### src/design/glb_pkg.sv
// shared types for one tile; fabric word 16 bits, bank word 64 bits, two loop levels only
package glb_pkg;

    localparam int GLB_ADDR_WIDTH = 16;
    localparam int CGRA_DATA_WIDTH = 16;
    localparam int BANK_DATA_WIDTH = 64;
    localparam int MAX_RANGE_WIDTH = 10;
    localparam int MAX_STRIDE_WIDTH = 16;
    localparam int APB_ADDR_WIDTH = 12;
    localparam int APB_DATA_WIDTH = 32;
    localparam int LOOP_LEVEL = 2;
    localparam int BANK_BYTE_OFFSET = 3;
    localparam int CGRA_BYTE_OFFSET = 1;

    typedef logic [GLB_ADDR_WIDTH-1:0] glb_addr_t;
    typedef logic [CGRA_DATA_WIDTH-1:0] cgra_data_t;
    typedef logic [BANK_DATA_WIDTH-1:0] bank_data_t;
    typedef logic [MAX_RANGE_WIDTH-1:0] range_t;
    typedef logic [MAX_STRIDE_WIDTH-1:0] stride_t;
    typedef logic [APB_ADDR_WIDTH-1:0] apb_addr_t;
    typedef logic [APB_DATA_WIDTH-1:0] apb_data_t;

    typedef enum logic [1:0] {
        OFF       = 2'd0,
        NORMAL    = 2'd1,
        REPEAT    = 2'd2,
        AUTO_INCR = 2'd3
    } dma_mode_e;

    // level 0 is the inner loop
    typedef struct packed {
        range_t  [LOOP_LEVEL-1:0] range;
        stride_t [LOOP_LEVEL-1:0] stride;
    } loop_ctrl_t;

    typedef struct packed {
        logic       valid;
        glb_addr_t  start_addr;
        loop_ctrl_t iteration;
    } dma_ld_header_t;

    typedef struct packed {
        logic       rd_en;
        logic       wr_en;
        glb_addr_t  addr;
        bank_data_t wr_data;
    } bank_req_t;

    typedef struct packed {
        logic       rd_data_valid;
        bank_data_t rd_data;
    } bank_rsp_t;

endpackage

### src/design/glb_cfg_apb.sv
// pready is tied high; offsets with nonzero low two bits or outside the map give pslverr
`timescale 1ns/1ns

module glb_cfg_apb import glb_pkg::*; #(
    parameter int QUEUE_DEPTH = 2
) (
    input  logic                   clk,
    input  logic                   reset,
    input  logic                   psel,
    input  logic                   penable,
    input  logic                   pwrite,
    input  apb_addr_t              paddr,
    input  apb_data_t              pwdata,
    output apb_data_t              prdata,
    output logic                   pready,
    output logic                   pslverr,
    output dma_mode_e              load_mode,
    output dma_ld_header_t         load_header [QUEUE_DEPTH],
    input  logic [QUEUE_DEPTH-1:0] load_invalidate_pulse,
    output logic                   strm_start_pulse,
    output glb_addr_t              store_start_addr
);

    localparam int QW = (QUEUE_DEPTH > 1) ? $clog2(QUEUE_DEPTH) : 1;

    logic [APB_ADDR_WIDTH-5:0] row;
    logic [1:0] field;
    logic [QW-1:0] hdr_sel;
    logic hit;
    logic is_hdr;
    logic wr;
    dma_ld_header_t hdr [QUEUE_DEPTH];
    dma_ld_header_t h;

    // row 0 holds the control registers, row q+1 holds header q
    assign row = paddr[APB_ADDR_WIDTH-1:4];
    assign field = paddr[3:2];
    assign hdr_sel = QW'(row - 1'b1);
    assign h = hdr[hdr_sel];

    always_comb begin
        hit = 1'b0;
        is_hdr = 1'b0;
        prdata = '0;
        if (paddr[1:0] == 2'b00) begin
            if (row == '0) begin
                hit = (field != 2'd3);
                if (field == 2'd0) begin
                    prdata = apb_data_t'(load_mode);
                end else if (field == 2'd2) begin
                    prdata = apb_data_t'(store_start_addr);
                end
            end else if (row <= QUEUE_DEPTH) begin
                hit = 1'b1;
                is_hdr = 1'b1;
                case (field)
                    2'd0: prdata = apb_data_t'(h.start_addr);
                    2'd1: prdata = {6'b0, h.iteration.range[1], 6'b0, h.iteration.range[0]};
                    2'd2: prdata = {h.iteration.stride[1], h.iteration.stride[0]};
                    default: prdata = apb_data_t'(h.valid);
                endcase
            end
        end
    end

    assign pready = 1'b1;
    assign pslverr = psel & penable & ~hit;
    assign wr = psel & penable & pwrite & hit;
    assign load_header = hdr;

    always_ff @(posedge clk or posedge reset) begin
        if (reset) begin
            load_mode <= OFF;
            store_start_addr <= '0;
            strm_start_pulse <= 1'b0;
            for (int q = 0; q < QUEUE_DEPTH; q++) begin
                hdr[q] <= '0;
            end
        end else begin
            strm_start_pulse <= wr & ~is_hdr & (field == 2'd1) & pwdata[0];
            if (wr && !is_hdr && field == 2'd0) begin
                load_mode <= dma_mode_e'(pwdata[1:0]);
            end
            if (wr && !is_hdr && field == 2'd2) begin
                store_start_addr <= pwdata[GLB_ADDR_WIDTH-1:0];
            end
            for (int q = 0; q < QUEUE_DEPTH; q++) begin
                if (wr && is_hdr && hdr_sel == q) begin
                    case (field)
                        2'd0: hdr[q].start_addr <= pwdata[GLB_ADDR_WIDTH-1:0];
                        2'd1: begin
                            hdr[q].iteration.range[0] <= pwdata[0 +: MAX_RANGE_WIDTH];
                            hdr[q].iteration.range[1] <= pwdata[16 +: MAX_RANGE_WIDTH];
                        end
                        2'd2: begin
                            hdr[q].iteration.stride[0] <= pwdata[15:0];
                            hdr[q].iteration.stride[1] <= pwdata[31:16];
                        end
                        default: ;
                    endcase
                end
                // invalidation from the load DMA wins over a set
                if (load_invalidate_pulse[q]) begin
                    hdr[q].valid <= 1'b0;
                end else if (wr && is_hdr && hdr_sel == q && field == 2'd3 && pwdata[0]) begin
                    hdr[q].valid <= 1'b1;
                end
            end
        end
    end

    a_penable_with_psel: assert property (@(posedge clk) disable iff (reset)
        $rose(penable) |-> psel);

endmodule

### config.mk
export PLATFORM = sky130hd
export DESIGN_NAME = glb_cfg_apb
export DESIGN_NICKNAME = d
export VERILOG_FILES = /design/src/design/glb_pkg.sv /design/src/design/glb_cfg_apb.sv
export SDC_FILE = /design/constraint.sdc
export NUM_CORES = 1
export LEC_CHECK = 0
export ABC_CLOCK_PERIOD_IN_PS = 11660
export BUFFER_PORTS_ARGS = -buffer_cell sky130_fd_sc_hd__buf_4
export CELL_PAD_IN_SITES_DETAIL_PLACEMENT = 1
export CELL_PAD_IN_SITES_GLOBAL_PLACEMENT = 1
export CORE_UTILIZATION = 35
export DETAILED_ROUTE_END_ITERATION = 16
export PLACE_DENSITY_LB_ADDON = 0.1
export SYNTH_ARGS = -nofsm -noshare
export SYNTH_HDL_FRONTEND = slang
export SYNTH_SLANG_ARGS = --single-unit
### constraint.sdc
create_clock -name clk -period 11.66 [get_ports clk]
set_input_delay 2.332 -clock clk [delete_from_list [all_inputs] [get_ports clk]]
set_output_delay 2.332 -clock clk [all_outputs]
set_load 0.005 [all_outputs]
==> impl_results.md, run 1 <==
* Clock tree from TritonCTS: yes
* Proportion of netlist area held by the largest area contributor at 0.5232
* Count of final hold-check violations at 0
* Netlist cell types at 46
* Number of ports placed on the die boundary at 242
* Layout Utilization at 0.4775
* Final worst path period need at 7.231 ns
* Final max-slew violation count at 0
* Placed inst area at 9457 sq um
* Max-slew headroom at 0.1677
* Total of endpoints with negative setup slack in the final report at 0
* Yosys warning count at 0
* Post-CTS Repair Setup Buffers at 0
* Layout Skew at 0 ns
* GP Congestion at around 0.75
* Multiplexer share of the synthesized area at 0.3281
* Netlist area before placement at approximately 7500 sq um
* Sink of the worst hold path: store_start_addr[15]
* Startpoint of the tightest hold check path: store_start_addr[15]
* Routed WL per cell at 22.42 microns
* RR Endpoint: load_header[116]
* Result of the run: finished clean
* Total track usage at 0.2215
* Worst Tran Pin Value at 1.239 ns
* Cells taking the most area after synthesis: dfrtp_1, mux2_2, mux2i_1, mux2_4, mux4_2
* Via density per instance at 5.222
* Unrepaired setup endpoints after global routing: no
* Largest fanout on the critical path at 61
* Synthesis-to-finish area growth at 33.69%
* Chip Width at 148.5 microns
* Worst Hold Path Cells at 1
* Leakage power at 5.176 nW
* Pwr per Cell Area at 115.9 nW/um^2
* Detail Route Antenna Nets at 0
* Cell type contributing the most total cell area after synthesis: dfrtp_1
* Signal arrival time at the worst endpoint at a little under 5 ns
* WP data required at 9.33 ns
* Most instantiated flip-flop cell in the synthesis netlist: dfrtp_1
* Final design instance area without fill at 10040 sq um
* Quantity of gates resized following cts at 0
* Fill cells at between 2k and 2.5k
* Clock buffer count from CTS at 17
* Area enclosed by the die boundary at approximately 22000 sq um
* Number of enable flip-flop cells after synthesis at 0
* Simple-gate share of the synthesized area at 0.05682
* First-pass detailed-route iteration total at 4
* H-tree levels at 4
* Leading cell types in the layout, fill and taps excluded: buf_4, dfrtp_1, mux2_2
* Leading cell type in the layout, fill and taps excluded: buf_4
* Post-cts hold buffer count at 0
* Initial core utilization at 0.3572
* Remaining routing DRC violations at 0
* Final hold slack at ~0.53 ns
* Reg2reg start: load_header[116]
* Number of cells in the design after placement at 1027
* Fraction of the mapped netlist area in compound gates at 0.05082
* Post-layout nets at 822
* Final routed wirelength across all metal layers at 23.72 mm
* Async set or reset register ratio after synthesis at 1.000
* Synth Net Count at 597
* Maximum number of pins on one net before global-route repair at 90
* Adder and majority cell fraction of the synthesized area at 0
* Number of instances in the synthesized netlist at roughly 550
* Type of origin of the critical path: input port
* Avg Cell Area, Syn at ~14 sq um
* # clock sinks at 157
* Crit path kind: input port to output pin
* Global-route wire length before repair at ~37 mm
* Peak Freq at 138.3 MHz
* Final worst-path cycle share at 0.6201
* Area of the core at 21020 sq um
* Antenna diodes at 0
* Layout cells sized above 1 at 0.5709
* Global route overflow at 0
* Height of the chip at approximately 150 microns
* Number of antenna violations at the first check in global routing at 0
* Worst skew pair latency at 0.42 ns
* Count of maximum capacitance violations at 0
* Main combinational cell family by area after synthesis: multiplexers
* Maximum buffer depth of the clock tree at 2
* Finished Layout Cells at 1058
* Hold crit path type: flop to flop
* Via count of the first global-routing pass at 5953
* Nature of the critical path endpoint: output pin
* Post-Route Setup TNS at 0 ns
* Share of the yosys chip area belonging to registers at 0.5232
* Worst Reg2Reg Path Length in Cells at 1
* Flop2flop setup slack at roughly 11 ns
* IO Port Bufs at 240
* Worst-path clk slew at 0.06 ns
* Routed vias at 5525
* Number of standard-cell rows in the floorplan at 53
* Post-synthesis share of cell area spent on xor and xnor gates at 0.001166
* Post-DP HPWL at 16.03 mm
* Maximum resistive drop on vdd at 0.09186 mV
* Yosys reg bits at 157
* Clock Tree Root: clkbuf_16
* Number of violations reported at the end of detailed-routing iteration 0 at 169
==> how the worst max path moves through the flow <==
stage	from	endpoint	slack [ns]	cells past startpoint
6_report	paddr[4]	prdata[4]	4.43	6
3_5_place_dp	paddr[4]	prdata[4]	4.39	6
3_3_place_gp	paddr[4]	prdata[7]	4.46	6
2_1_floorplan	reset	load_header[0]	5.09	1
4_1_cts	paddr[4]	prdata[4]	4.38	6
5_1_grt	paddr[4]	prdata[4]	4.16	6
==> registers in the layout, indices dropped and copies added (netlist names) <==
name	flops
load_header	138
load_mode	2
store_start_addr	16
strm_start_pulse	1
==> report_power, final <==
part	internal [W]	switching (W)	total, W
Combinational	0.0000211	0.0000394	0.0000606
Sequential	0.000545	0.000000593	0.000546
Clock	0.000323	0.000234	0.000557
==> cell families after synthesis <==
group                  after synthesis
XOR/XNOR                             1
multiplexers                       208
flip-flops                         157
AO/OA/AOI/OAI                       53
buffers and inverters               48
AND/OR/NAND/NOR                     78
other                                1
==> through the flow <==
| stage | setup WS (ns) | power [W] |
|---|---|---|
| 2_1_floorplan | 5.093 | 0.0005852 |
| 3_3_place_gp | 4.462 | 0.0006160 |
| 3_5_place_dp | 4.393 | 0.0006176 |
| 4_1_cts | 4.384 | 0.001178 |
| 5_1_grt | 4.158 | 0.001209 |
| 6_report | 4.429 | 0.001163 |
==> cell type report <==
class / instances / area (sq um) / area share
Sequential cell: 157 / 3929 / 0.3914
Multi-Input combinational cell: 341 / 3302 / 0.3289
Timing Repair Buffer: 246 / 1847 / 0.1840
Clock buffer: 20 / 446.7 / 0.04450
Tap cell: 275 / 344.1 / 0.03428
Clock inverter: 11 / 135.1 / 0.01346
Inverter: 8 / 35.03 / 0.003490
==> critical path, cell delays in order <==
cell and delay (ns):
buf_4 0.70, xnor2_1 0.26, nor4_4 1.04, nand2_1 0.14, o21ai_0 0.23, buf_4 0.15
==> synthesized netlist by cell type, types with 2 or more instances <==
cell type	count
mux2i_1	47
a32o_1	2
buf_12	3
o22ai_1	7
nor2b_1	3
a21oi_1	3
a211oi_1	6
buf_2	7
or4_1	3
inv_1	8
mux2_4	30
a31oi_1	3
buf_1	5
mux2_2	125
and3b_1	2
nand3_4	2
o22a_1	4
nor4_1	2
nand2_1	18
and2_1	7
mux4_2	6
buf_4	11
nand2b_1	2
nand3_1	2
o211ai_1	3
clkbuf_1	11
and3_1	3
o21ai_0	10
a22o_1	6
buf_6	2
nor2_1	26
dfrtp_1	157
o221ai_1	7
==> layer usage <==
layer  vias up  part of all wire  track usage
met5         -                 0            0
met4         0             0.015      0.06856
met3        27             0.048      0.04724
met2       146              0.51       0.3764
met1      2920              0.42       0.2806
li1       2432                 -            -
Note: power is estimated with default switching activity, not from simulation.
==> inputs of run 2 (changes only) <==
--- a/config.mk
+++ b/config.mk
@@ -5,11 +5,12 @@
 export SDC_FILE = /design/constraint.sdc
 export NUM_CORES = 1
 export LEC_CHECK = 0
-export ABC_CLOCK_PERIOD_IN_PS = 11660
+export ABC_AREA = 1
+export ABC_CLOCK_PERIOD_IN_PS = 6100
 export BUFFER_PORTS_ARGS = -buffer_cell sky130_fd_sc_hd__buf_4
 export CELL_PAD_IN_SITES_DETAIL_PLACEMENT = 1
 export CELL_PAD_IN_SITES_GLOBAL_PLACEMENT = 1
-export CORE_UTILIZATION = 35
+export CORE_UTILIZATION = 33
 export DETAILED_ROUTE_END_ITERATION = 16
 export PLACE_DENSITY_LB_ADDON = 0.1
 export SYNTH_ARGS = -nofsm -noshare
==> constraint.sdc (replaced) <==
create_clock -name clk -period 6.1 [get_ports clk]
set_input_delay 1.22 -clock clk [delete_from_list [all_inputs] [get_ports clk]]
set_output_delay 1.22 -clock clk [all_outputs]
set_load 0.005 [all_outputs]
==> run 2 against run 1 <==
Effect of this change:
- count of clock-buffer cells in the layout unchanged
- area after synthesis up 5.6%
- via count up 50%
- clock skew unchanged
- first-iteration DRC count rose to 3.1 times the previous value
- register-to-register slack worse by 5.5 ns
- synthesized cell count up 86%
- combinational power rose to 2.7 times the previous value
- worst setup slack worse by 2.7 ns
- clock power up 100%
- wire length up 36%
- non-clock buffer count up 8
- critical endpoint is now prdata[1]
- largest cell class unchanged
- largest power group unchanged
- highest routed layer unchanged
==> impl_results.md, run 2 <==
* Result of the run: finished clean
* Via density per instance at about 5.4
* Unrepaired setup endpoints after global routing: no
* Worst-path clk slew at 0.07 ns
* Total of endpoints with negative setup slack in the final report at 0
* Chip Width at 157.0 microns
* Largest fanout on the critical path at 63
* Number of cells in the design after placement at 1504
* Share of the yosys chip area belonging to registers at 0.4953
* Type of origin of the critical path: input port
* Clock buffer count from CTS at 17
* Peak Freq at approximately 230 MHz
* Area enclosed by the die boundary at 24660 sq um
* Async set or reset register ratio after synthesis at 1.000
* Number of enable flip-flop cells after synthesis at 0
* Number of violations reported at the end of detailed-routing iteration 0 at 531
* Synthesis-to-finish area growth at 32.26%
* Count of final hold-check violations at 0
* Post-cts hold buffer count at 0
* Most frequent cell after synthesis: nand2_1
* Hold crit path type: flop to flop
* Leading cell types in the layout, fill and taps excluded: nand2_1, buf_4, dfrtp_1
* Leading cell type in the layout, fill and taps excluded: nand2_1
* Final worst path period need at 4.378 ns
* Cell type contributing the most total cell area after synthesis: dfrtp_1
* Final hold slack at between 0.5 and 0.6 ns
* Area of the core at between 20000 and 25000 sq um
* Routed vias at a little over 8k
* Post-Route Setup TNS at 0 ns
* Maximum buffer depth of the clock tree at 2
* Netlist cell types at 31
* Post-DP HPWL at 21.32 mm
* Layout Utilization at 0.4456
* GP Congestion at 0.8656
* Number of antenna violations at the first check in global routing at 0
* Layout Skew at 0 ns
* Leakage power at 5.577 nW
* Proportion of netlist area held by the largest area contributor at 0.4953
* WP data required at 4.88 ns
* Yosys warning count at 0
* Layout cells sized above 1 at 0.2531
* IO Port Bufs at 240
* Count of maximum capacitance violations at 0
* Initial core utilization at 0.3369
* Global route overflow at 0
* Remaining routing DRC violations at 0
* Maximum number of pins on one net before global-route repair at 74
* H-tree levels at 4
* Crit path kind: input port to output pin
* Cells taking the most area after synthesis: dfrtp_1, nand2_1, nand4_1, nor2_1, o21ai_0
* Maximum resistive drop on vdd at 0.1441 mV
* Nature of the critical path endpoint: output pin
* Pwr per Cell Area at 222.2 nW/um^2
* Routed WL per cell at 20.93 microns
* First-pass detailed-route iteration total at 4
* Finished Layout Cells at 1536
* Detail Route Antenna Nets at 0
* Storage cell area at ~3900 sq um
* Number of ports placed on the die boundary at 242
* Synth Net Count at roughly 1.1k
* Quantity of gates resized following cts at 0
* Area of the multi-input gates at 3540 sq um
* Netlist area before placement at 7931 sq um
* Post-CTS Repair Setup Buffers at 0
* Yosys reg bits at 157
* Clock Tree Root: clkbuf_16
* Antenna diodes at 0
* Worst skew pair latency at approximately 0.42 ns
* Signal arrival time at the worst endpoint at ~3.2 ns
* Fill cells at 2908
* Final max-slew violation count at 0
* Post-layout nets at 1255
* Avg Cell Area, Syn at 7.814 sq um
* Number of instances in the synthesized netlist at 1015
* Total track usage at 0.2654
* Via count of the first global-routing pass at 8191
* Final routed wirelength across all metal layers at 32.16 mm
* Most instantiated flip-flop cell in the synthesis netlist: dfrtp_1
* Height of the chip at 157.0 microns
* Final worst-path cycle share at 0.7177
* Most numerous cell types in the synthesized netlist: nand2_1, dfrtp_1, nand4_1, nor2_1, o21ai_0
* Clock tree from TritonCTS: yes
* # clock sinks at 157
* Number of flip-flops under the largest register name at 138
* Global-route wire length before repair at 49.46 mm
* Number of standard-cell rows in the floorplan at 56
* Max-slew headroom at 0.3146
* Worst Tran Pin Value at 1.028 ns
## run 2: layout make-up
class,count,share of cell area
clock inverters,12,0.01551
inverters,19,0.007753
well taps,319,0.03805
repair buffers,254,0.1842
multi-input cells,755,0.3374
flip-flops and latches,157,0.3745
clock buffers,20,0.04258
## run 2: stage by stage
step	worst slack, ns	power (W)	instance area, sq um
2_1_floorplan	0.6451	0.001144	7931
3_3_place_gp	1.770	0.001226	9881
3_5_place_dp	1.719	0.001228	9881
4_1_cts	1.729	0.002353	10490
5_1_grt	1.589	0.002408	10490
6_report	1.722	0.002331	10490
## run 2: worst max-delay path, stage by stage
cell and delay, ns:
buf_4 0.20, inv_4 0.52, buf_12 0.33, o21ai_0 0.14, o211ai_1 0.29, nand2_1 0.08, a31oi_1 0.19, buf_4 0.15
## run 2: cell families (layout without fill, tap and decap cells)
family | after synthesis | after routing | share of synthesized area
other | 1 | 1 | 0.0004728
buffers and inverters | 103 | 305 | 0.05932
flip-flops | 157 | 157 | 0.4953
AO/OA/AOI/OAI | 110 | 110 | 0.07399
AND/OR/NAND/NOR | 644 | 644 | 0.3709
## run 2: report_power, final
group / switching (W) / internal [W] / total [W] / leakage, nW
registers: 0.000000381 / 0.00104 / 0.00104 / 2.19
logic: 0.000126 / 0.0000401 / 0.000166 / 3.10
clock network: 0.000463 / 0.000659 / 0.00112 / 0.279
## run 2: path summary, 6_finish.rpt
check	slack (ns)	endpoint	depth (start not counted)	startpoint
max reg2reg	5.37	load_header[103]	2	load_header[103]
max	1.72	prdata[1]	8	paddr[4]
min	0.50	load_header[112]	2	load_header[112]
min reg2reg	0.50	load_header[112]	2	load_header[112]
max in group asynchronous	4.04	load_header[124]	3	reset
min in group asynchronous	0.89	load_header[89]	2	reset
## run 2: routing by layer
metal  part of all wire  vias up  track usage
li1                   -     3809            -
met1               0.45     4177       0.3672
met2               0.47      264       0.4226
met3              0.060       34      0.04736
met4              0.018        0      0.07813
met5                  0        -            0
