==> src/design/glb_pkg.sv <==
// shared types for one tile; fabric word 16 bits, bank word 64 bits, two loop levels only
package glb_pkg;

    localparam int GLB_ADDR_WIDTH = 16;
    localparam int CGRA_DATA_WIDTH = 16;
    localparam int BANK_DATA_WIDTH = 64;
    localparam int MAX_RANGE_WIDTH = 10;
    localparam int MAX_STRIDE_WIDTH = 16;
    localparam int APB_ADDR_WIDTH = 12;
    localparam int APB_DATA_WIDTH = 32;
    localparam int LOOP_LEVEL = 2;
    localparam int BANK_BYTE_OFFSET = 3;
    localparam int CGRA_BYTE_OFFSET = 1;

    typedef logic [GLB_ADDR_WIDTH-1:0] glb_addr_t;
    typedef logic [CGRA_DATA_WIDTH-1:0] cgra_data_t;
    typedef logic [BANK_DATA_WIDTH-1:0] bank_data_t;
    typedef logic [MAX_RANGE_WIDTH-1:0] range_t;
    typedef logic [MAX_STRIDE_WIDTH-1:0] stride_t;
    typedef logic [APB_ADDR_WIDTH-1:0] apb_addr_t;
    typedef logic [APB_DATA_WIDTH-1:0] apb_data_t;

    typedef enum logic [1:0] {
        OFF       = 2'd0,
        NORMAL    = 2'd1,
        REPEAT    = 2'd2,
        AUTO_INCR = 2'd3
    } dma_mode_e;

    // level 0 is the inner loop
    typedef struct packed {
        range_t  [LOOP_LEVEL-1:0] range;
        stride_t [LOOP_LEVEL-1:0] stride;
    } loop_ctrl_t;

    typedef struct packed {
        logic       valid;
        glb_addr_t  start_addr;
        loop_ctrl_t iteration;
    } dma_ld_header_t;

    typedef struct packed {
        logic       rd_en;
        logic       wr_en;
        glb_addr_t  addr;
        bank_data_t wr_data;
    } bank_req_t;

    typedef struct packed {
        logic       rd_data_valid;
        bank_data_t rd_data;
    } bank_rsp_t;

endpackage

==> src/design/glb_bank_arbiter.sv <==
// store always wins; responses go to the load DMA only
`timescale 1ns/1ns

module glb_bank_arbiter import glb_pkg::*; (
    input  logic      clk,
    input  logic      reset,
    input  bank_req_t store_req,
    output logic      store_gnt,
    input  bank_req_t load_req,
    output logic      load_gnt,
    output bank_req_t bank_req,
    input  bank_rsp_t bank_rsp_in,
    output bank_rsp_t load_rsp
);

    logic store_active;
    logic rd_pending;

    assign store_active = store_req.rd_en | store_req.wr_en;
    assign store_gnt = store_active;
    assign load_gnt = ~store_active;
    assign bank_req = store_active ? store_req : load_req;

    // a read issued last cycle has its data on the bank output now
    always_ff @(posedge clk or posedge reset) begin
        if (reset) begin
            rd_pending <= 1'b0;
        end else begin
            rd_pending <= bank_req.rd_en;
        end
    end

    assign load_rsp.rd_data_valid = rd_pending & bank_rsp_in.rd_data_valid;
    assign load_rsp.rd_data = bank_rsp_in.rd_data;

    // a stalled load read stays on the port until it wins
    a_load_req_held: assert property (@(posedge clk) disable iff (reset)
        load_req.rd_en && !load_gnt |=> load_req.rd_en && $stable(load_req.addr));

endmodule

==> config.mk <==
export PLATFORM = sky130hd
export DESIGN_NAME = glb_bank_arbiter
export DESIGN_NICKNAME = d
export VERILOG_FILES = /design/src/design/glb_pkg.sv /design/src/design/glb_bank_arbiter.sv
export SDC_FILE = /design/constraint.sdc
export NUM_CORES = 1
export LEC_CHECK = 0
export BUFFER_PORTS_ARGS = -buffer_cell sky130_fd_sc_hd__buf_2
export CAP_MARGIN = 10
export CORE_AREA = 10 10 138 140
export DETAILED_ROUTE_END_ITERATION = 12
export DIE_AREA = 0 0 148 150
export HOLD_SLACK_MARGIN = 0.05
export SYNTH_ARGS = -nofsm -noshare
export SYNTH_HDL_FRONTEND = slang
export SYNTH_SLANG_ARGS = --single-unit
==> constraint.sdc <==
create_clock -name clk -period 1.9 [get_ports clk]
set_input_delay 0 -clock clk [delete_from_list [all_inputs] [get_ports clk]]
set_output_delay 0 -clock clk [all_outputs]
set_load 0.01 [all_outputs]
==> results.py, run 1 <==
metrics = {
    "synthesis": {
        "yosys_register_bits": 1,
        "synth_seq_area_share_pct": 1.515,
        "syn-instance-count": 161,
        "syn_avg_cell_area_sq_um": 10.26,
        "syn_area_sq_um": 1652,
        "yosysWarnings": 0,
        "synth_fp_nets": 392,
        "yosysUniqueCellTypes": 10,
    },
    "placement": {
        "hpwl_um": 8026,
        "placed_cells": 562,
        "portBuffers": 251,
        "gp_congestion": 0.8627,
        "postPlaceCellArea_sq_um": 2623,
    },
    "sta": {
        "final_max_slew_viol_count": 0,
        "hold_violations": 0,
        "slew_headroom_pct": 81.22,
        "setup_viol": 0,
        "fmax_mhz": 898.2,
        "fin_crit_sh_pct": 58.60,
        "worst_pin_slew_ps": 281.7,
        "rsz0062_at_grt": "no",
        "finalSetupTns_ps": 0,
        "layout_min_cycle_time_ps": 1113,
    },
    "pwr": {
        "finalPower_uw": 807.1,
        "p_comb_share_pct": 97.1,
        "switchingPower_uw": 332.6,
        "cellInternalPower_uw": 474.5,
        "irDropWorstVdd_mv": 0.1422,
        "p_leak_nw": 1.697,
        "pwr-share-clk_pct": 0,
        "cellPowerDensity_nw_per_um2": 246.6,
        "seqPwrFrac_pct": 2.9,
        "swShare_pct": 41.21,
    },
    "cells_and_area": {
        "mostFrequentLayoutCells": "buf_2, dlygate4sd3_1, mux2_2",
        "postLayoutCoreUtil_pct": 20.02,
        "largest_register_ffs": 1,
        "max_flop_register": "rd_pending",
        "layout.nets": 640,
        "area.growth.synth_to_final_pct": 98.18,
        "post-route-cell-area_sq_um": 3273,
        "finalNonFillerCells": 627,
        "drive_gt1_share_pct": 82.06,
        "reg_top3": "rd_pending (1)",
        "mostFrequentLayoutCell": "buf_2",
        "antenna_cells": 0,
    },
    "job": {
        "cap_violations": 0,
    },
    "floorplanning": {
        "io_pins": 380,
        "rows": 47,
        "start_util_pct": 10.10,
        "die_area_sq_um": 22200,
        "core_sq_um": 16350,
        "die_height_um": 150,
        "fp.dieW_um": 148,
    },
    "global_route": {
        "overflow": 0,
        "grt_usage_pct": 8.013,
        "grt_max_degree": 46,
        "grt_pass1_wl_um": 14890,
        "first_global_vias": 2572,
        "antenna_found_initial": 0,
    },
    "setup_path": {
        "cp_data_required_time_ps": 1900,
        "worstSetupStartpointType": "input pin",
        "setup.worst_path.end_class": "output port",
        "slowest_stage": "mux2_2",
        "max_stage_delay_ps": 380,
        "crit_path_max_fanout": 45,
        "crit_arrival_ps": 1110,
        "crit_type": "in -> out",
        "path_cells": "buf_2 -> nor2_8 -> buf_12 -> mux2_2 -> buf_2",
        "critical_path.most_common_cell": "buf_2",
        "crit_path_start": "store_req[81]",
    },
    "cts": {
        "post_cts.repair.setup_buffers": 0,
        "clk_pin_slew_ps": 0,
    },
    "routing": {
        "drc": 0,
        "dr.first_iter.drc_count": 24,
        "wl_per_cell_um": 17.09,
        "drt_wl_total_um": 10720,
        "routed_via_density": 3.415,
        "antenna_left": 0,
        "vias": 2141,
        "first_pass_iters": 4,
    },
    "min_path": {
        "min_path_type": "in -> reg",
        "hp-start": "load_req[81]",
    },
    "run_status": {
        "status": "complete, no violations",
    },
}
[stage by stage]
step / hold WS, ps / worst slack, ps
floorplan: -271.3 / 1140
global placement: -165.3 / 825.8
detailed placement: -165.3 / 798.2
CTS: 283.3 / 799.1
global route: 320.0 / 753.5
finish: 277.8 / 786.6
[cell usage after synthesis]
cell type / count / share of area, %
buf_4: 64 / 29
mux2_2: 61 / 42
mux2_4: 19 / 17
buf_8: 8 / 7.3
inv_1: 4 / 0.91
a21o_1: 1 / 0.45
and2_1: 1 / 0.38
dfrtp_1: 1 / 1.5
nor2_8: 1 / 1.2
o21ai_0: 1 / 0.30
[kinds of logic (layout without fill, tap and decap cells)]
family          Yosys count  after routing  synth area share, %
flops                     1              1                1.515
simple gates              2              2                1.591
compound gates            2              2               0.7575
buf+inv                  76            322                37.27
mux                      80             80                58.86
[final timing paths]
check | endpoint | slack (ps) | cells after the start
min | rd_pending | 280 | 3
max in group asynchronous | rd_pending | 1420 | 3
min in group asynchronous | rd_pending | 390 | 3
max | bank_req[28] | 790 | 5
[metal layers]
layer  wire [um]  part of all wire [%]  vias up  track usage, %
met3        1604                    15        2           4.499
met4          42                  0.39        0          0.2973
met5           0                     0        -               0
met1        3264                    30      933           6.756
li1            -                     -      982               -
met2        5803                    54      224           16.52
[final cells by class]
class	instances	area, sq um
tap	220	275.3
timing repair buffer	318	1947
multi-input combinational	84	1011
fill	1813	13080
inverter	4	15.01
sequential	1	25.02
[worst max-delay path: cells and delay by family]
family	cells	cell delay [ps]
AND/OR/NAND/NOR	1	140
buffers and inverters	3	540
multiplexers	1	380
[repair_timing]
action,4_1_cts,5_1_grt
hold endpoints to repair,65,0
hold buffers,65,0
resized for setup,0,0
endpoints found under the setup margin,0,0
[power by group through the flow]
stage               Combinational, mW  Sequential [mW]  Clock [mW]
floorplan                       0.450           0.0232           0
global placement                0.624           0.0236           0
detailed placement              0.628           0.0236           0
CTS                             0.792           0.0236           0
global route                    0.844           0.0237           0
finish                          0.784           0.0235           0
(Power assumes the default switching activity.)
==> inputs of run 2 (changes only) <==
--- a/config.mk
+++ b/config.mk
@@ -7,9 +7,9 @@
 export LEC_CHECK = 0
 export BUFFER_PORTS_ARGS = -buffer_cell sky130_fd_sc_hd__buf_2
 export CAP_MARGIN = 10
-export CORE_AREA = 10 10 138 140
+export CORE_AREA = 10 10 141 143
 export DETAILED_ROUTE_END_ITERATION = 12
-export DIE_AREA = 0 0 148 150
+export DIE_AREA = 0 0 151 153
 export HOLD_SLACK_MARGIN = 0.05
 export SYNTH_ARGS = -nofsm -noshare
 export SYNTH_HDL_FRONTEND = slang
==> constraint.sdc (replaced) <==
create_clock -name clk -period 1.1 [get_ports clk]
set_input_delay 0 -clock clk [delete_from_list [all_inputs] [get_ports clk]]
set_output_delay 0 -clock clk [all_outputs]
set_load 0.01 [all_outputs]
==> run 2 against run 1 <==
Net effect:
- via count shrank 1.4%
- combinational power rose by 75%
- global-route usage is 0.23 points lower
- sequential cell count did not move
- critical path type unchanged
- highest routed layer unchanged
==> results.py, run 2 (synthesis gave the netlist of run 1 again) <==
metrics = {
    "cts": {
        "cts-resized-gates": 0,
        "post_cts.repair.setup_buffers": 0,
    },
    "global_route": {
        "overflow": 0,
        "first_global_vias": 2533,
        "antenna_found_initial": 0,
        "grt_max_degree": 34,
        "grt_pass1_wl_um": 14720,
        "grt_usage_pct": 7.779,
    },
    "setup_path": {
        "cp_data_required_time_ps": 1100,
        "crit_path_start": "store_req[81]",
        "critPathCapture": "bank_req[55]",
        "crit_path_max_fanout": 33,
        "worstSetupStartpointType": "input pin",
        "crit_type": "in -> out",
        "crit_arrival_ps": 1070,
        "setup.worst_path.end_class": "output port",
    },
    "pwr": {
        "p_leak_nw": 1.717,
        "cellPowerDensity_nw_per_um2": 425.0,
        "swShare_pct": 41.12,
        "irDropWorstVdd_mv": 0.1500,
        "p_comb_share_pct": 97.1,
        "seqPwrFrac_pct": 2.9,
        "switchingPower_uw": 578.4,
        "pwr-share-clk_pct": 0,
        "cellInternalPower_uw": 828.1,
    },
    "min_path": {
        "min_path_type": "in -> out",
    },
    "sta": {
        "layout_min_cycle_time_ps": 1070,
        "hold_violations": 0,
        "final_max_slew_viol_count": 0,
        "slew_headroom_pct": 71.20,
        "setup_viol": 0,
        "whs_ps": 290.9,
        "rsz0062_at_grt": "yes",
        "worst_pin_slew_ps": 427.4,
        "fin_crit_sh_pct": 97.27,
        "finalSetupTns_ps": 0,
        "fmax_mhz": 934.6,
    },
    "job": {
        "cap_violations": 0,
    },
    "floorplanning": {
        "start_util_pct": 9.683,
        "die_area_sq_um": 23100,
        "fp.dieW_um": 151,
        "core_sq_um": 17060,
        "io_pins": 380,
        "rows": 48,
        "die_height_um": 153,
    },
    "placement": {
        "gp_congestion": 0.8016,
        "hpwl_um": 8180,
        "portBuffers": 251,
    },
    "routing": {
        "first_pass_iters": 4,
        "drc": 0,
        "antenna_left": 0,
        "drt_wl_total_um": 10690,
        "vias": 2111,
        "routed_via_density": 3.319,
        "dr.first_iter.drc_count": 58,
        "wl_per_cell_um": 16.80,
    },
    "cells_and_area": {
        "max_flop_register": "rd_pending",
        "drive_gt1_share_pct": 82.24,
        "antenna_cells": 0,
        "fillers": 1873,
        "layout.nets": 644,
        "mostFrequentLayoutCells": "buf_2, dlygate4sd3_1, mux2_2",
        "area.growth.synth_to_final_pct": 100.4,
        "mostFrequentLayoutCell": "buf_2",
        "largest_register_ffs": 1,
        "reg_top3": "rd_pending (1)",
    },
    "run_status": {
        "status": "complete, no violations",
    },
}
## run 2: worst min path at each step
| stage | from | endpoint | slack [ps] | depth (start not counted) |
|---|---|---|---|---|
| global placement | reset | rd_pending | -170 | 2 |
| floorplan | reset | rd_pending | -270 | 1 |
| finish | bank_rsp_in[64] | load_rsp[64] | 290 | 3 |
| detailed placement | reset | rd_pending | -160 | 2 |
| CTS | bank_rsp_in[64] | load_rsp[64] | 290 | 3 |
| global route | load_req[80] | bank_req[80] | 320 | 3 |
## run 2: final cells by class
cell class / instances / area [sq um] / share of cell area [%]
multi-input combinational: 84 / 1011 / 30.55
tap: 225 / 281.5 / 8.507
inverter: 4 / 15.01 / 0.4537
timing repair buffer: 322 / 1977 / 59.74
sequential: 1 / 25.02 / 0.7561
## run 2: stage by stage
stage / worst slack (ps) / instances / utilization (%) / area [sq um] / power (mW)
floorplan: 340.0 / 161 / - / 1652 / 0.8169
global placement: 45.49 / 571 / 15.59 / 2659 / 1.139
detailed placement: 26.87 / 571 / 15.59 / 2659 / 1.144
CTS: 24.66 / 636 / 19.40 / 3309 / 1.427
global route: -10.72 / 636 / 19.40 / 3309 / 1.512
finish: 30.01 / 636 / 19.40 / 3309 / 1.407
## run 2: repair_timing
item | CTS | global route
endpoints found under the hold margin | 65 | 0
endpoints found under the setup margin | 0 | 7
hold buffers | 65 | 0
## run 2: critical path, stage by stage
cell and delay (ps):
buf_2 130, nor2_8 160, buf_12 220, mux2_2 370, buf_2 140
## run 2: power groups by stage
stage                     registers (mW)  logic, mW  clock network [mW]
final                             0.0402       1.37                   0
after global routing              0.0404       1.47                   0
after CTS                         0.0402       1.39                   0
after detailed placement          0.0402       1.10                   0
after global placement            0.0401       1.10                   0
after floorplan                   0.0400      0.777                   0
## run 2: metal layers
layer  GRT usage, %  wire (um)  up-vias  share of wire [%]
met1          7.063       3307      931                 31
met2          16.44       5912      184                 55
met5              0          0        -                  0
met4         0.5502         80        0               0.75
li1               -          -      990                  -
met3          2.451       1386        6                 13
==> inputs of run 3 (changes only) <==
--- a/config.mk
+++ b/config.mk
@@ -5,11 +5,12 @@
 export SDC_FILE = /design/constraint.sdc
 export NUM_CORES = 1
 export LEC_CHECK = 0
+export ABC_AREA = 1
 export BUFFER_PORTS_ARGS = -buffer_cell sky130_fd_sc_hd__buf_2
 export CAP_MARGIN = 10
-export CORE_AREA = 10 10 141 143
+export CORE_AREA = 10 10 139 141
 export DETAILED_ROUTE_END_ITERATION = 12
-export DIE_AREA = 0 0 151 153
+export DIE_AREA = 0 0 149 151
 export HOLD_SLACK_MARGIN = 0.05
 export SYNTH_ARGS = -nofsm -noshare
 export SYNTH_HDL_FRONTEND = slang
==> constraint.sdc (replaced) <==
create_clock -name clk -period 1 [get_ports clk]
set_input_delay 0 -clock clk [delete_from_list [all_inputs] [get_ports clk]]
set_output_delay 0 -clock clk [all_outputs]
set_load 0.01 [all_outputs]
==> run 3 against run 2 <==
Net effect:
- via count increased by 42%
- first-iteration DRC count increased to 2.7 times the previous value
- final cell count increased by 25%
==> results.py, run 3 <==
metrics = {
    "floorplanning": {
        "io_pins": 380,
        "fp.dieW_um": 149,
        "rows": 47,
        "start_util_pct": 10.33,
        "die_area_sq_um": 22500,
        "core_sq_um": 16470,
        "die_height_um": 151,
    },
    "sta": {
        "whs_ps": 244.3,
        "final_max_slew_viol_count": 0,
        "layout_min_cycle_time_ps": 939.7,
        "rsz0062_at_grt": "no",
        "fin_ws_ps": 60.34,
        "finalSetupTns_ps": 0,
        "setup_viol": 0,
        "hold_violations": 0,
        "fin_crit_sh_pct": 93.97,
        "slew_headroom_pct": 85.88,
        "fmax_mhz": 1064,
        "worst_pin_slew_ps": 211.7,
    },
    "setup_path": {
        "crit_arrival_ps": 940,
        "max_stage_delay_ps": 190,
        "path_depth": 6,
        "slowest_stage": "o21ai_0",
        "crit_path_start": "store_req[81]",
        "crit_path_max_fanout": 25,
        "critical_path.most_common_cell": "buf_2",
        "setup.worst_path.end_class": "output port",
        "path_cells": "buf_2 -> buf_12 -> buf_4 -> o21ai_0 -> nand2_1 -> buf_2",
        "crit_type": "in -> out",
        "path_buf_inv": 4,
        "crit_family": "buffers and inverters",
        "cp_data_required_time_ps": 1000,
        "critPathCapture": "bank_req[56]",
        "worstSetupStartpointType": "input pin",
    },
    "cells_and_area": {
        "postLayoutCoreUtil_pct": 20.65,
        "max_flop_register": "rd_pending",
        "reg_top3": "rd_pending (1)",
        "layout.nets": 810,
        "area.growth.synth_to_final_pct": 99.93,
        "mostFrequentLayoutCell": "buf_2",
        "largest_register_ffs": 1,
        "drive_gt1_share_pct": 45.23,
        "antenna_cells": 0,
        "fillers": 1846,
        "finalNonFillerCells": 797,
        "mostFrequentLayoutCells": "buf_2, nand2_1, o21ai_0",
    },
    "global_route": {
        "grt_max_degree": 43,
        "first_global_vias": 3105,
        "grt_pass1_wl_um": 17160,
        "grt_util_met2_pct": 18.13,
        "antenna_found_initial": 0,
        "use_met3_pct": 3.162,
        "grt_usage_pct": 9.008,
        "use_met1_pct": 8.891,
        "grt-busiest-layer": "met2",
        "overflow": 0,
    },
    "routing": {
        "first_pass_iters": 4,
        "drt_wl_total_um": 12430,
        "dr.first_iter.drc_count": 154,
        "wl_per_cell_um": 15.59,
        "vias": 2997,
        "antenna_left": 0,
        "routed_via_density": 3.760,
        "drc": 0,
    },
    "synthesis": {
        "synth_top_area_share_pct": 36.42,
        "synth_edf_count": 0,
        "synth_flop_cell": "dfrtp_1",
        "yosys_register_bits": 1,
        "synth_area_leader_cell": "nand2_1",
        "synth_seq_area_share_pct": 1.472,
        "syn-instance-count": 342,
        "yosysWarnings": 0,
        "synth.top_cells.by_count": "nand2_1, o21ai_0, buf_4",
        "synth_fp_nets": 573,
        "synthTopCellsByArea": "nand2_1, buf_4, o21ai_0",
        "yosysUniqueCellTypes": 8,
        "syn_avg_cell_area_sq_um": 4.972,
        "syn_area_sq_um": 1700,
        "async_flop_share_pct": 100.0,
        "yosysMostFrequentCell": "nand2_1",
    },
    "placement": {
        "placed_cells": 732,
        "hpwl_um": 8947,
        "place_ws_ps": 47.56,
        "portBuffers": 251,
        "gp_congestion": 0.7936,
    },
    "job": {
        "cap_violations": 0,
    },
    "pwr": {
        "irDropWorstVdd_mv": 0.2278,
        "p_leak_nw": 1.930,
        "cellPowerDensity_nw_per_um2": 465.6,
    },
    "cts": {
        "clk_pin_slew_ps": 0,
    },
    "min_path": {
        "min_path_type": "in -> reg",
    },
    "run_status": {
        "status": "complete, no violations",
    },
}
==> run 3: metrics by stage <==
step / instance area (sq um) / total power [mW]
global placement: 2745 / 1.259
global route: 3400 / 1.726
detailed placement: 2745 / 1.267
floorplan: 1700 / 0.8409
finish: 3400 / 1.583
CTS: 3396 / 1.585
==> run 3: final cells by class <==
cell class	count	area [sq um]	area share, %
Inverter	5	18.77	0.5521
Multi-Input combinational cell	246	1040	30.59
Sequential cell	1	25.02	0.7361
Tap cell	220	275.3	8.097
Timing Repair Buffer	325	2041	60.03
==> run 3: what timing repair did <==
item | in CTS | in global routing
hold buffers | 65 | 0
hold endpoints to repair | 65 | 0
setup buffers | 0 | 0
endpoints found under the setup margin | 0 | 2
gates resized for setup | 0 | 2
==> run 3: cell families after synthesis <==
kind of cell,Yosys count,share of synthesized area (%)
AO/OA/AOI/OAI,80,23.55
buffers and inverters,95,37.38
flip-flops,1,1.471
AND/OR/NAND/NOR,166,37.60
==> run 3: how the worst min path moves through the flow <==
stage | from | to | slack [ps] | depth (start not counted)
5_1_grt | load_req[81] | rd_pending | 280 | 3
3_5_place_dp | reset | rd_pending | -160 | 2
6_report | load_req[81] | rd_pending | 240 | 3
4_1_cts | load_req[81] | rd_pending | 260 | 3
2_1_floorplan | reset | rd_pending | -270 | 1
3_3_place_gp | reset | rd_pending | -160 | 2
==> run 3: layer usage <==
metal | part of all wire (%) | wire length [um] | up-vias
met1 | 33 | 4106 | 1265
met3 | 13 | 1588 | 10
met5 | 0 | 0 | -
met2 | 53 | 6623 | 240
met4 | 0.87 | 108 | 0
li1 | - | - | 1482
==> run 3: power breakdown <==
group	internal, mW	total (mW)	switching (mW)
sequential	0.0438	0.0445	0.000700
clock	0	0	0
combinational	0.746	1.54	0.792
total	0.790	1.58	0.793
