[src/design/glb_pkg.sv]
// shared types for one tile; fabric word 16 bits, bank word 64 bits, two loop levels only
package glb_pkg;

    localparam int GLB_ADDR_WIDTH = 16;
    localparam int CGRA_DATA_WIDTH = 16;
    localparam int BANK_DATA_WIDTH = 64;
    localparam int MAX_RANGE_WIDTH = 10;
    localparam int MAX_STRIDE_WIDTH = 16;
    localparam int APB_ADDR_WIDTH = 12;
    localparam int APB_DATA_WIDTH = 32;
    localparam int LOOP_LEVEL = 2;
    localparam int BANK_BYTE_OFFSET = 3;
    localparam int CGRA_BYTE_OFFSET = 1;

    typedef logic [GLB_ADDR_WIDTH-1:0] glb_addr_t;
    typedef logic [CGRA_DATA_WIDTH-1:0] cgra_data_t;
    typedef logic [BANK_DATA_WIDTH-1:0] bank_data_t;
    typedef logic [MAX_RANGE_WIDTH-1:0] range_t;
    typedef logic [MAX_STRIDE_WIDTH-1:0] stride_t;
    typedef logic [APB_ADDR_WIDTH-1:0] apb_addr_t;
    typedef logic [APB_DATA_WIDTH-1:0] apb_data_t;

    typedef enum logic [1:0] {
        OFF       = 2'd0,
        NORMAL    = 2'd1,
        REPEAT    = 2'd2,
        AUTO_INCR = 2'd3
    } dma_mode_e;

    // level 0 is the inner loop
    typedef struct packed {
        range_t  [LOOP_LEVEL-1:0] range;
        stride_t [LOOP_LEVEL-1:0] stride;
    } loop_ctrl_t;

    typedef struct packed {
        logic       valid;
        glb_addr_t  start_addr;
        loop_ctrl_t iteration;
    } dma_ld_header_t;

    typedef struct packed {
        logic       rd_en;
        logic       wr_en;
        glb_addr_t  addr;
        bank_data_t wr_data;
    } bank_req_t;

    typedef struct packed {
        logic       rd_data_valid;
        bank_data_t rd_data;
    } bank_rsp_t;

endpackage

[src/design/glb_store_dma.sv]
// fabric sends at most one word per cycle, so the single word buffer drains in time
`timescale 1ns/1ns

module glb_store_dma import glb_pkg::*; (
    input  logic       clk,
    input  logic       reset,
    input  glb_addr_t  store_start_addr,
    input  logic       strm_start_pulse,
    input  cgra_data_t stream_in_data,
    input  logic       stream_in_valid,
    output bank_req_t  bank_req,
    input  logic       gnt
);

    localparam int SEL_W = BANK_BYTE_OFFSET - CGRA_BYTE_OFFSET;

    logic [SEL_W-1:0] cnt;
    logic full_word;
    bank_data_t pack;
    bank_data_t buf_data;
    logic buf_valid;
    glb_addr_t wr_addr;

    // fourth word completes a bank word
    assign full_word = stream_in_valid & (cnt == '1);

    always_ff @(posedge clk or posedge reset) begin
        if (reset) begin
            cnt <= '0;
            buf_valid <= 1'b0;
            wr_addr <= '0;
        end else begin
            if (strm_start_pulse) begin
                cnt <= '0;
            end else if (stream_in_valid) begin
                cnt <= cnt + 1'b1;
            end
            if (full_word) begin
                buf_valid <= 1'b1;
            end else if (gnt) begin
                buf_valid <= 1'b0;
            end
            if (strm_start_pulse) begin
                wr_addr <= store_start_addr;
            end else if (gnt) begin
                wr_addr <= wr_addr + glb_addr_t'(1 << BANK_BYTE_OFFSET);
            end
        end
    end

    // first word ends up at byte offset 0
    always_ff @(posedge clk) begin
        if (stream_in_valid) begin
            pack <= {stream_in_data, pack[BANK_DATA_WIDTH-1:CGRA_DATA_WIDTH]};
        end
        if (full_word) begin
            buf_data <= {stream_in_data, pack[BANK_DATA_WIDTH-1:CGRA_DATA_WIDTH]};
        end
    end

    assign bank_req.rd_en = 1'b0;
    assign bank_req.wr_en = buf_valid;
    assign bank_req.addr = wr_addr;
    assign bank_req.wr_data = buf_data;

    a_no_overflow: assert property (@(posedge clk) disable iff (reset)
        full_word |-> !buf_valid || gnt);

endmodule

[config.mk]
export PLATFORM = sky130hd
export DESIGN_NAME = glb_store_dma
export DESIGN_NICKNAME = d
export VERILOG_FILES = /design/src/design/glb_pkg.sv /design/src/design/glb_store_dma.sv
export SDC_FILE = /design/constraint.sdc
export NUM_CORES = 1
export LEC_CHECK = 0
export ABC_AREA = 1
export ABC_CLOCK_PERIOD_IN_PS = 2560
export BUFFER_PORTS_ARGS = -buffer_cell sky130_fd_sc_hd__buf_4
export CORE_MARGIN = 1.5
export CORE_UTILIZATION = 50
export DETAILED_ROUTE_END_ITERATION = 12
export PLACE_DENSITY_LB_ADDON = 0.15
export SLEW_MARGIN = 5
export SYNTH_ARGS = -nofsm -noshare
export SYNTH_HDL_FRONTEND = slang
export SYNTH_SLANG_ARGS = --single-unit
[constraint.sdc]
create_clock -name clk -period 2.56 [get_ports clk]
set_input_delay 0.256 -clock clk [delete_from_list [all_inputs] [get_ports clk]]
set_output_delay 0.256 -clock clk [all_outputs]
set_load 0.005 [all_outputs]
==> results of run 1 <==
==> sequential cells by signal (all words and copies together), names as in the netlist <==
name,cells
buf_data,64
buf_valid,1
cnt,2
pack,48
wr_addr,16
==> cell families (layout without fill, tap and decap cells) <==
group | after synthesis | count (layout) | share of synthesized area (%)
AO/OA/AOI/OAI | 17 | 17 | 2.57
XOR/XNOR | 5 | 5 | 0.978
adder cells (fa/ha/maj) | 2 | 2 | 0.559
buffers and inverters | 20 | 199 | 2.15
flip-flops | 131 | 131 | 85.7
other | 1 | 1 | 0.0837
AND/OR/NAND/NOR | 77 | 77 | 7.96
==> routing by layer <==
metal	vias up	wire, um	share of wire (%)
li1	1260	-	-
met1	1231	3510	43
met2	102	4010	50
met3	6	471	5.8
met4	0	75	0.93
met5	-	0	0
==> area by class of cell <==
type / count / share of cell area, %
Clock buffer: 18 / 6.50
Clock inverter: 14 / 3.13
Inverter: 15 / 0.895
Multi-Input combinational cell: 102 / 8.46
Sequential cell: 131 / 59.7
Tap cell: 108 / 2.10
Timing Repair Buffer: 152 / 19.2
==> final timing paths <==
| path | slack, ns | to |
|---|---|---|
| max reg2reg | 1.22 | buf_data[55] |
| min | 0.03 | wr_addr[8] |
| min in group asynchronous | 0.48 | wr_addr[12] |
| max in group asynchronous | 1.58 | buf_valid |
| min reg2reg | 0.41 | buf_data[8] |
| max | 1.17 | bank_req[70] |
==> metrics by stage <==
stage          instance area (um^2)  hold WS [ns]  std cells  setup WS, ns
6_report                       6430        0.0290        540          1.17
5_1_grt                        6430        0.0215        540          1.11
3_5_place_dp                   5480         0.405        475          1.13
4_1_cts                        6430       0.00116        540          1.14
2_1_floorplan                  4480         0.207        253         0.358
3_3_place_gp                   5480         0.402        475          1.15
==> Yosys cell counts, types with 2 or more instances <==
library cell | number | area share, %
nor2_2 | 3 | 0.42
nor2_4 | 3 | 0.75
nand3_1 | 16 | 1.8
nand2_2 | 3 | 0.42
o21ai_0 | 4 | 0.45
nor2_1 | 5 | 0.42
xor2_1 | 4 | 0.78
nand2_1 | 43 | 3.6
inv_1 | 13 | 1.1
edfxtp_1 | 112 | 75
nand4_1 | 4 | 0.56
o211ai_1 | 2 | 0.34
ha_1 | 2 | 0.56
buf_4 | 3 | 0.50
dfrtp_1 | 19 | 11
a22oi_1 | 9 | 1.5
==> repair_timing <==
item                                   4_1_cts  5_1_grt
setup buffers                                0        0
hold buffers                                33        0
endpoints found under the hold margin       67        0
==> report_power, final <==
group          switching (mW)  internal [mW]  total [mW]
sequential             0.0692           2.44        2.51
combinational           0.128          0.154       0.282
clock                   0.877           1.59        2.47
total                    1.07           4.19        5.26
==> impl_metrics.ini, run 1 <==
[global_routing]
grt_max_degree = 65
met1_usage_pct = 22.0
met2_usage_pct = 28.3
track_usage_pct = 17.5
grt-ovfl-total = 0
grt_busiest_layer = met2
antenna_found_initial = 0
grt_pass1_vias = 2572
grt_pass1_wl_mm = 12.6
grt_use_met3_pct = 6.26

[clock_network]
clock_sinks = 131
cts_resized = 0
cts_tree = built
clk_latency_ns = 0.50
clk_pin_slew_worst_paths_ns = 0.06
htreeDepth = 4
cts_root_buf = clkbuf_8
cts_buffers = 17
cts_buffer_depth = 2

[critical_path]
cp_data_required_time_ns = 2.30
slowest_stage = dfrtp_1
reg2reg_depth = 4
r2r_start = cnt[0]
critPathTopFamily = flip-flops
critPathArrivalTime_ns = 1.14
cp-end-kind = output port
cp_slowest_stage_delay_ns = 0.48
startpoint_type = flip-flop
critical_path_depth = 1
cp_max_fo = 6
path_cells = buf_4
path_class = flip-flop to output port
cp_num_buf_inv = 1
startpoint = wr_addr[6]

[synth]
yosys.cell_types.count = 24
netlist_instances = 253
ys_ff_latch = 131
synth_seq_area_share_pct = 85.7
syn_area_mm2 = 0.00448
yosysWarningCount = 0
synth_edf_count = 112
syn_avg_cell_area_um2 = 17.7
synth_flop_cell = edfxtp_1
syn_nets = 292
postSynth.asyncResetShare_pct = 14.5

[cells_and_area]
layout_commonest_cell = buf_4
layout_common_cells = buf_4 (118), edfxtp_1 (112), nand2_1 (43)
nFillCells = 542
seq_area_mm2 = 0.00384
postLayoutCoreUtil_pct = 73.7
area_growth_pct = 43.6
insertedDiodeCount = 0
post_route_cells_drive_above_1_share_pct = 37.5
nets = 458
multi_input_area_um2 = 544

[routing]
drtAntennaViolNets = 0
wire_per_inst_um = 14.9
viasPerCell = 4.81
first_iter_violations = 125
drtPass1Iterations = 5
routed_wl_mm = 8.07
vias = 2599
drc = 0

[placed_design]
portBuffers = 117
dpl.hpwl_mm = 4.81
place_congestion = 0.774

[die]
initial_core_util_pct = 51.4
core_mm2 = 0.00872
ioPinCount = 119
die-area_mm2 = 0.00954
die_x_um = 97.7
die_h_um = 97.7
rows = 34

[sta]
final.min_clock_period_ns = 1.39
slew_viol_final = 0
tightest_slew_ns = 0.792
setup_viol_count_final = 0
max_slew_margin_pct = 47.2
fmax_mhz = 718
rsz0062_at_grt = no
hold_viol = 0
setup_tns_ns = 0
finalClockSkew_ns = 0.0109
final.period_utilization_pct = 54.4

[power_and_ir_drop]
powerDensity_mw_per_mm2 = 818
ir_drop_uv = 567
total_power_mw = 5.26
leakage_nw = 2.60

[run]
drv_cap = 0

[run_status]
status = completed

[worst_hold_path]
whs_path_depth = 3
worstHoldStart = store_start_addr[8]
hold_path.class = primary input to flip-flop
(Power assumes the default switching activity.)
==> run 2, diff against run 1 <==
- ABC_AREA: 1 -> 0
- ABC_CLOCK_PERIOD_IN_PS: 2560 -> 1300
- clock period: 2.56 -> 1.3 ns (I/O delays scaled with it)
==> run 2 against run 1 <==
The flow now finishes with violations (negative setup slack). Synthesized cell count down 15%. Sequential power up 96%. Setup slack got worse by 1.3 ns. Global-route usage increased by 2.8 points. Area after synthesis decreased by 2.1%. Count of clock-buffer cells in the layout fell by 1. Wire length increased by 13%. Flip-flop and latch count unchanged. First-iteration DRC count grew 20%. Core utilization grew 7.7 points. Largest cell class unchanged.
==> impl_metrics.ini, run 2 <==
[run_status]
status = finished with violations
violations = negative setup slack

[synth]
yosys-top-cells-area = edfxtp_1 (77%), dfrtp_1 (11%), or4_1 (1.2%), mux2_2 (1.0%), nand2_1 (1.0%)
yosys.cell_types.count = 31
yosysWarningCount = 0
synth_edf_count = 112
synth_common_cells = edfxtp_1 (112), dfrtp_1 (19), nand2_1 (12)
synth_flop_cell = edfxtp_1
yosysMostFrequentCell = edfxtp_1
synth_seq_area_share_pct = 87.5
postSynth.asyncResetShare_pct = 14.5
ys_ff_latch = 131
syn_avg_cell_area_um2 = 20.5
netlist_instances = 214
syn_area_mm2 = 0.00439
synth_top_area_share_pct = 76.7
syn_nets = 253
yosysTopAreaCell = edfxtp_1

[cells_and_area]
largest_register_ffs = 64
area_growth_pct = 54.8
layout_common_cells = buf_4 (125), edfxtp_1 (112), dlygate4sd3_1 (42)
post_route_cells_drive_above_1_share_pct = 46.2
layout_commonest_cell = buf_4
top_register = buf_data
nets = 459
fin_area_mm2 = 0.00679
insertedDiodeCount = 0
top_regs = buf_data x64, pack x48, wr_addr x16

[critical_path]
cp_data_required_time_ns = 1.72
path_class = flip-flop to flip-flop
startpoint_type = flip-flop
critPathArrivalTime_ns = 1.85
cp_max_fo = 7
cp-end-kind = flip-flop

[sta]
setup_tns_ns = -0.742
finalClockSkew_ns = 0.00641
slew_viol_final = 0
setup_ws_ns = -0.129
rsz0062_at_grt = yes
fmax_mhz = 700
final.period_utilization_pct = 110
setup_viol_count_final = 14
final.min_clock_period_ns = 1.43
hold_viol = 0

[global_routing]
track_usage_pct = 20.4
grt_max_degree = 47
grt_pass1_vias = 2853
antenna_found_initial = 0
grt_pass1_wl_mm = 14.3
grt-ovfl-total = 0

[placed_design]
place_congestion = 0.834
portBuffers = 117
placed_area_mm2 = 0.00560
dpl.hpwl_mm = 5.24
pre_cts_ws_ns = -0.165

[routing]
wire_per_inst_um = 16.9
viasPerCell = 5.03
first_iter_violations = 150
drtAntennaViolNets = 0
drc = 0
vias = 2704
drtPass1Iterations = 5
routed_wl_mm = 9.10

[clock_network]
cts_root_buf = clkbuf_8
clk_latency_ns = 0.50
cts_buffer_depth = 2
cts_buffers = 17
htreeDepth = 4
cts_tree = built
clk_pin_slew_worst_paths_ns = 0.06
clock_sinks = 131

[die]
die_h_um = 96.7
core_mm2 = 0.00834
die_x_um = 96.7
initial_core_util_pct = 52.6
ioPinCount = 119
die-area_mm2 = 0.00934
rows = 33

[power_and_ir_drop]
switchingPower_mw = 2.24
powerDensity_mw_per_mm2 = 1490
clockPowerShare_pct = 43.5
p_sw_share_pct = 22.2
p_int_mw = 7.86
power_frac_comb_pct = 7.9
seq_power_share_pct = 48.7
ir_drop_uv = 930
leakage_nw = 2.67
total_power_mw = 10.1

[worst_hold_path]
hold_path.class = primary input to asynchronous set/reset pin

[run]
drv_cap = 0
## run 2: changes by cell type after synthesis, sizes merged, moves of 3 or more
cell,previous run,this run
o31ai,0,3
mux2,0,4
nand2,46,12
nand3,16,6
a22oi,9,1
nor2,11,6
inv,14,3
or4,0,7
a31oi,0,3
## run 2: final cells by class
cell class                      count  area, um^2
Tap cell                          105         131
Fill cell                         452        1550
Timing Repair Buffer              195        1720
Inverter                            3        11.3
Multi-Input combinational cell     72         524
Clock inverter                     15         149
Clock buffer                       17         414
Sequential cell                   131        3840
## run 2: power by group through the flow
stage | combinational (mW) | clock, mW | sequential [mW]
finish | 0.793 | 4.39 | 4.91
global route | 0.849 | 4.66 | 4.93
CTS | 0.760 | 4.47 | 4.91
detailed placement | 0.536 | 0 | 4.98
global placement | 0.528 | 0 | 4.96
floorplan | 0.172 | 0 | 4.97
## run 2: worst paths after layout
path / start / to / slack, ns / cells past startpoint
worst max register to register: wr_addr[3] / wr_addr[14] / -0.13 / 4
worst min register to register: pack[23] / buf_data[7] / 0.42 / 0
min in group clk: stream_in_data[8] / buf_data[56] / 0.36 / 2
worst max-delay path: wr_addr[3] / wr_addr[14] / -0.13 / 4
worst min-delay path: reset / wr_addr[0] / 0.22 / 4
max in group asynchronous: reset / wr_addr[10] / 0.85 / 4
## run 2: through the flow
step	util (%)	cells	hold WS [ns]
after floorplan	-	214	0.0811
after global placement	67.1	452	0.176
after detailed placement	67.1	452	0.176
after CTS	81.2	538	0.182
after global routing	81.4	538	0.215
final	81.4	538	0.221
## run 2: per-layer routing
layer  global-route usage (%)  share of wire [%]  wire length, um  vias up
li1                         -                  -                -     1253
met1                     23.1                 37             3410     1296
met2                     34.9                 54             4900      138
met3                     7.73                7.3              661       17
met4                     7.80                1.4              126        0
met5                        0                  0                0        -
## run 2: logic make-up after synthesis
kind of cell             after synthesis  share of synthesized area (%)
flip-flops                           131                           87.5
AND/OR/NAND/NOR                       41                           5.42
AO/OA/AOI/OAI                         17                           2.54
buffers and inverters                 11                           1.40
multiplexers                           6                           1.48
XOR/XNOR                               5                          0.998
adder cells (fa/ha/maj)                2                          0.570
other                                  1                         0.0855
## run 2: worst max-delay path: stages (launching register included)
cell and delay (ns):
dfrtp_2 0.42, buf_4 0.14, nand4_4 0.14, or4_1 0.51, a31oi_1 0.15
## run 2: what timing repair did
item | in CTS | in global routing
endpoints found under the hold margin | 72 | 0
hold buffers | 42 | 0
setup buffers | 12 | 0
resized for setup | 26 | 7
pin swaps | 15 | 8
setup endpoints to repair | 15 | 20
==> run 3, diff against run 2 <==
- CORE_ASPECT_RATIO: default -> 1.1
==> run 3 against run 2 <==
First-iteration DRC count is 7.3% higher. Critical path type unchanged. Via count grew 0.15%. Register-to-register slack improved by 0.07 ns. The flow still finishes with violations (negative setup slack). Largest cell class unchanged. Maximum frequency is 5.0% higher. Sequential power is essentially flat. Die area barely moved. Setup slack better by 0.068 ns. Flip-flop and latch count is the same. Clock skew hardly changed. Total power is 2.1% higher.
==> impl_metrics.ini, run 3 (synthesized netlist as in run 2, its figures left out) <==
[critical_path]
path_cells = ha_4 > nand4_1 > or4_1 > a31oi_1
cp-end-kind = flip-flop
startpoint_type = flip-flop
cp_num_buf_inv = 0
path_class = flip-flop to flip-flop
slowest_stage = dfrtp_2
reg2reg_depth = 4
critPathArrivalTime_ns = 1.78
cp_slowest_stage_delay_ns = 0.42
cp_max_fo = 5
critPathTopFamily = simple AND/OR/NAND/NOR gates
reg2reg_setup_slack_ns = -0.06
critical_path_depth = 4
cp_data_required_time_ns = 1.72

[placed_design]
place_congestion = 0.907
pre_cts_ws_ns = -0.123
portBuffers = 117
dpl.hpwl_mm = 5.14

[power_and_ir_drop]
ir_drop_uv = 964
powerDensity_mw_per_mm2 = 1520
leakage_nw = 2.67

[die]
die_x_um = 92.3
rows = 35
ioPinCount = 119
die_h_um = 101
initial_core_util_pct = 51.9
core_mm2 = 0.00845
die-area_mm2 = 0.00934

[sta]
final.period_utilization_pct = 105
setup_tns_ns = -0.287
slew_viol_final = 0
rsz0062_at_grt = yes
finalClockSkew_ns = 0.00620
final.min_clock_period_ns = 1.36
hold_viol = 0
fmax_mhz = 734
setup_ws_ns = -0.0616
setup_viol_count_final = 9

[clock_network]
clk_pin_slew_worst_paths_ns = 0.06
clock_sinks = 131
cts_buffer_depth = 2
cts_buffers = 17
clk_latency_ns = 0.50
htreeDepth = 4
cts_root_buf = clkbuf_8
cts_tree = built

[cells_and_area]
post_route_cells_drive_above_1_share_pct = 46.5
insertedDiodeCount = 0
top_register = buf_data
top_regs = buf_data x64, pack x48, wr_addr x16
largest_register_ffs = 64
nets = 456
layout_commonest_cell = buf_4
postLayoutCoreUtil_pct = 80.2
area_growth_pct = 54.5
layout_common_cells = buf_4 (127), edfxtp_1 (112), dlygate4sd3_1 (41)

[global_routing]
grt_max_degree = 49
grt_pass1_wl_mm = 14.1
track_usage_pct = 20.6
grt-ovfl-total = 0
antenna_found_initial = 0
grt_pass1_vias = 2802

[run]
drv_cap = 0

[run_status]
violations = negative setup slack
status = finished with violations

[routing]
drtPass1Iterations = 4
wire_per_inst_um = 17.1
vias = 2708
routed_wl_mm = 9.27
drtAntennaViolNets = 0
drc = 0
viasPerCell = 5.01
first_iter_violations = 161

[worst_hold_path]
hold_path.class = primary input to asynchronous set/reset pin
==> run 3: path summary, 6_finish.rpt <==
check | startpoint | end
setup reg to reg | wr_addr[4] | wr_addr[13]
min in group clk | stream_in_data[11] | pack[59]
max in group asynchronous | reset | wr_addr[11]
hold / removal | reset | wr_addr[1]
hold reg to reg | pack[22] | buf_data[6]
setup / recovery | wr_addr[4] | wr_addr[13]
==> run 3: layout make-up <==
cell class                      instances  area (um^2)
Timing Repair Buffer                  192         1660
Clock inverter                         15          173
Tap cell                              111          139
Clock buffer                           17          414
Inverter                                3         11.3
Multi-Input combinational cell         72          537
Fill cell                             441         1670
Sequential cell                       131         3840
==> run 3: worst reg2reg max path, cell delays in order, from the launching register on <==
cell and delay [ns]:
dfrtp_2 0.42, ha_4 0.19, nand4_1 0.12, or4_1 0.42, a31oi_1 0.13
==> run 3: per-layer routing <==
metal | global-route usage, % | routed length, um | share of wire, % | up-vias
met2 | 36.0 | 5200 | 56 | 119
li1 | - | - | - | 1242
met3 | 6.53 | 479 | 5.2 | 4
met1 | 24.0 | 3550 | 38 | 1343
met5 | 0 | 0 | 0 | -
met4 | 8.05 | 48 | 0.52 | 0
==> run 3: repair_timing <==
action / in CTS / in global routing
pin swaps: 8 / 3
hold buffers: 42 / 0
endpoints found under the setup margin: 15 / 20
gates resized for setup: 20 / 12
cloned: 0 / 0
buffers inserted: 7 / 2
endpoints found under the hold margin: 70 / 0
==> run 3: where the power goes <==
| group | leakage (nW) | internal (mW) | switching [mW] |
|---|---|---|---|
| combinational | 1.12 | 0.473 | 0.309 |
| clock | 0.285 | 2.78 | 1.82 |
| sequential | 1.27 | 4.79 | 0.124 |
| total | 2.67 | 8.05 | 2.26 |
==> run 3: per-stage QoR <==
| step | std cells | cell area (um^2) | hold slack (ns) | power, mW |
|---|---|---|---|---|
| 4_1_cts | 540 | 6720 | 0.202 | 10.4 |
| 2_1_floorplan | 214 | 4400 | 0.0811 | 5.14 |
| 3_3_place_gp | 459 | 5590 | 0.182 | 5.49 |
| 3_5_place_dp | 459 | 5590 | 0.187 | 5.52 |
| 5_1_grt | 541 | 6780 | 0.227 | 10.7 |
| 6_report | 541 | 6780 | 0.209 | 10.3 |
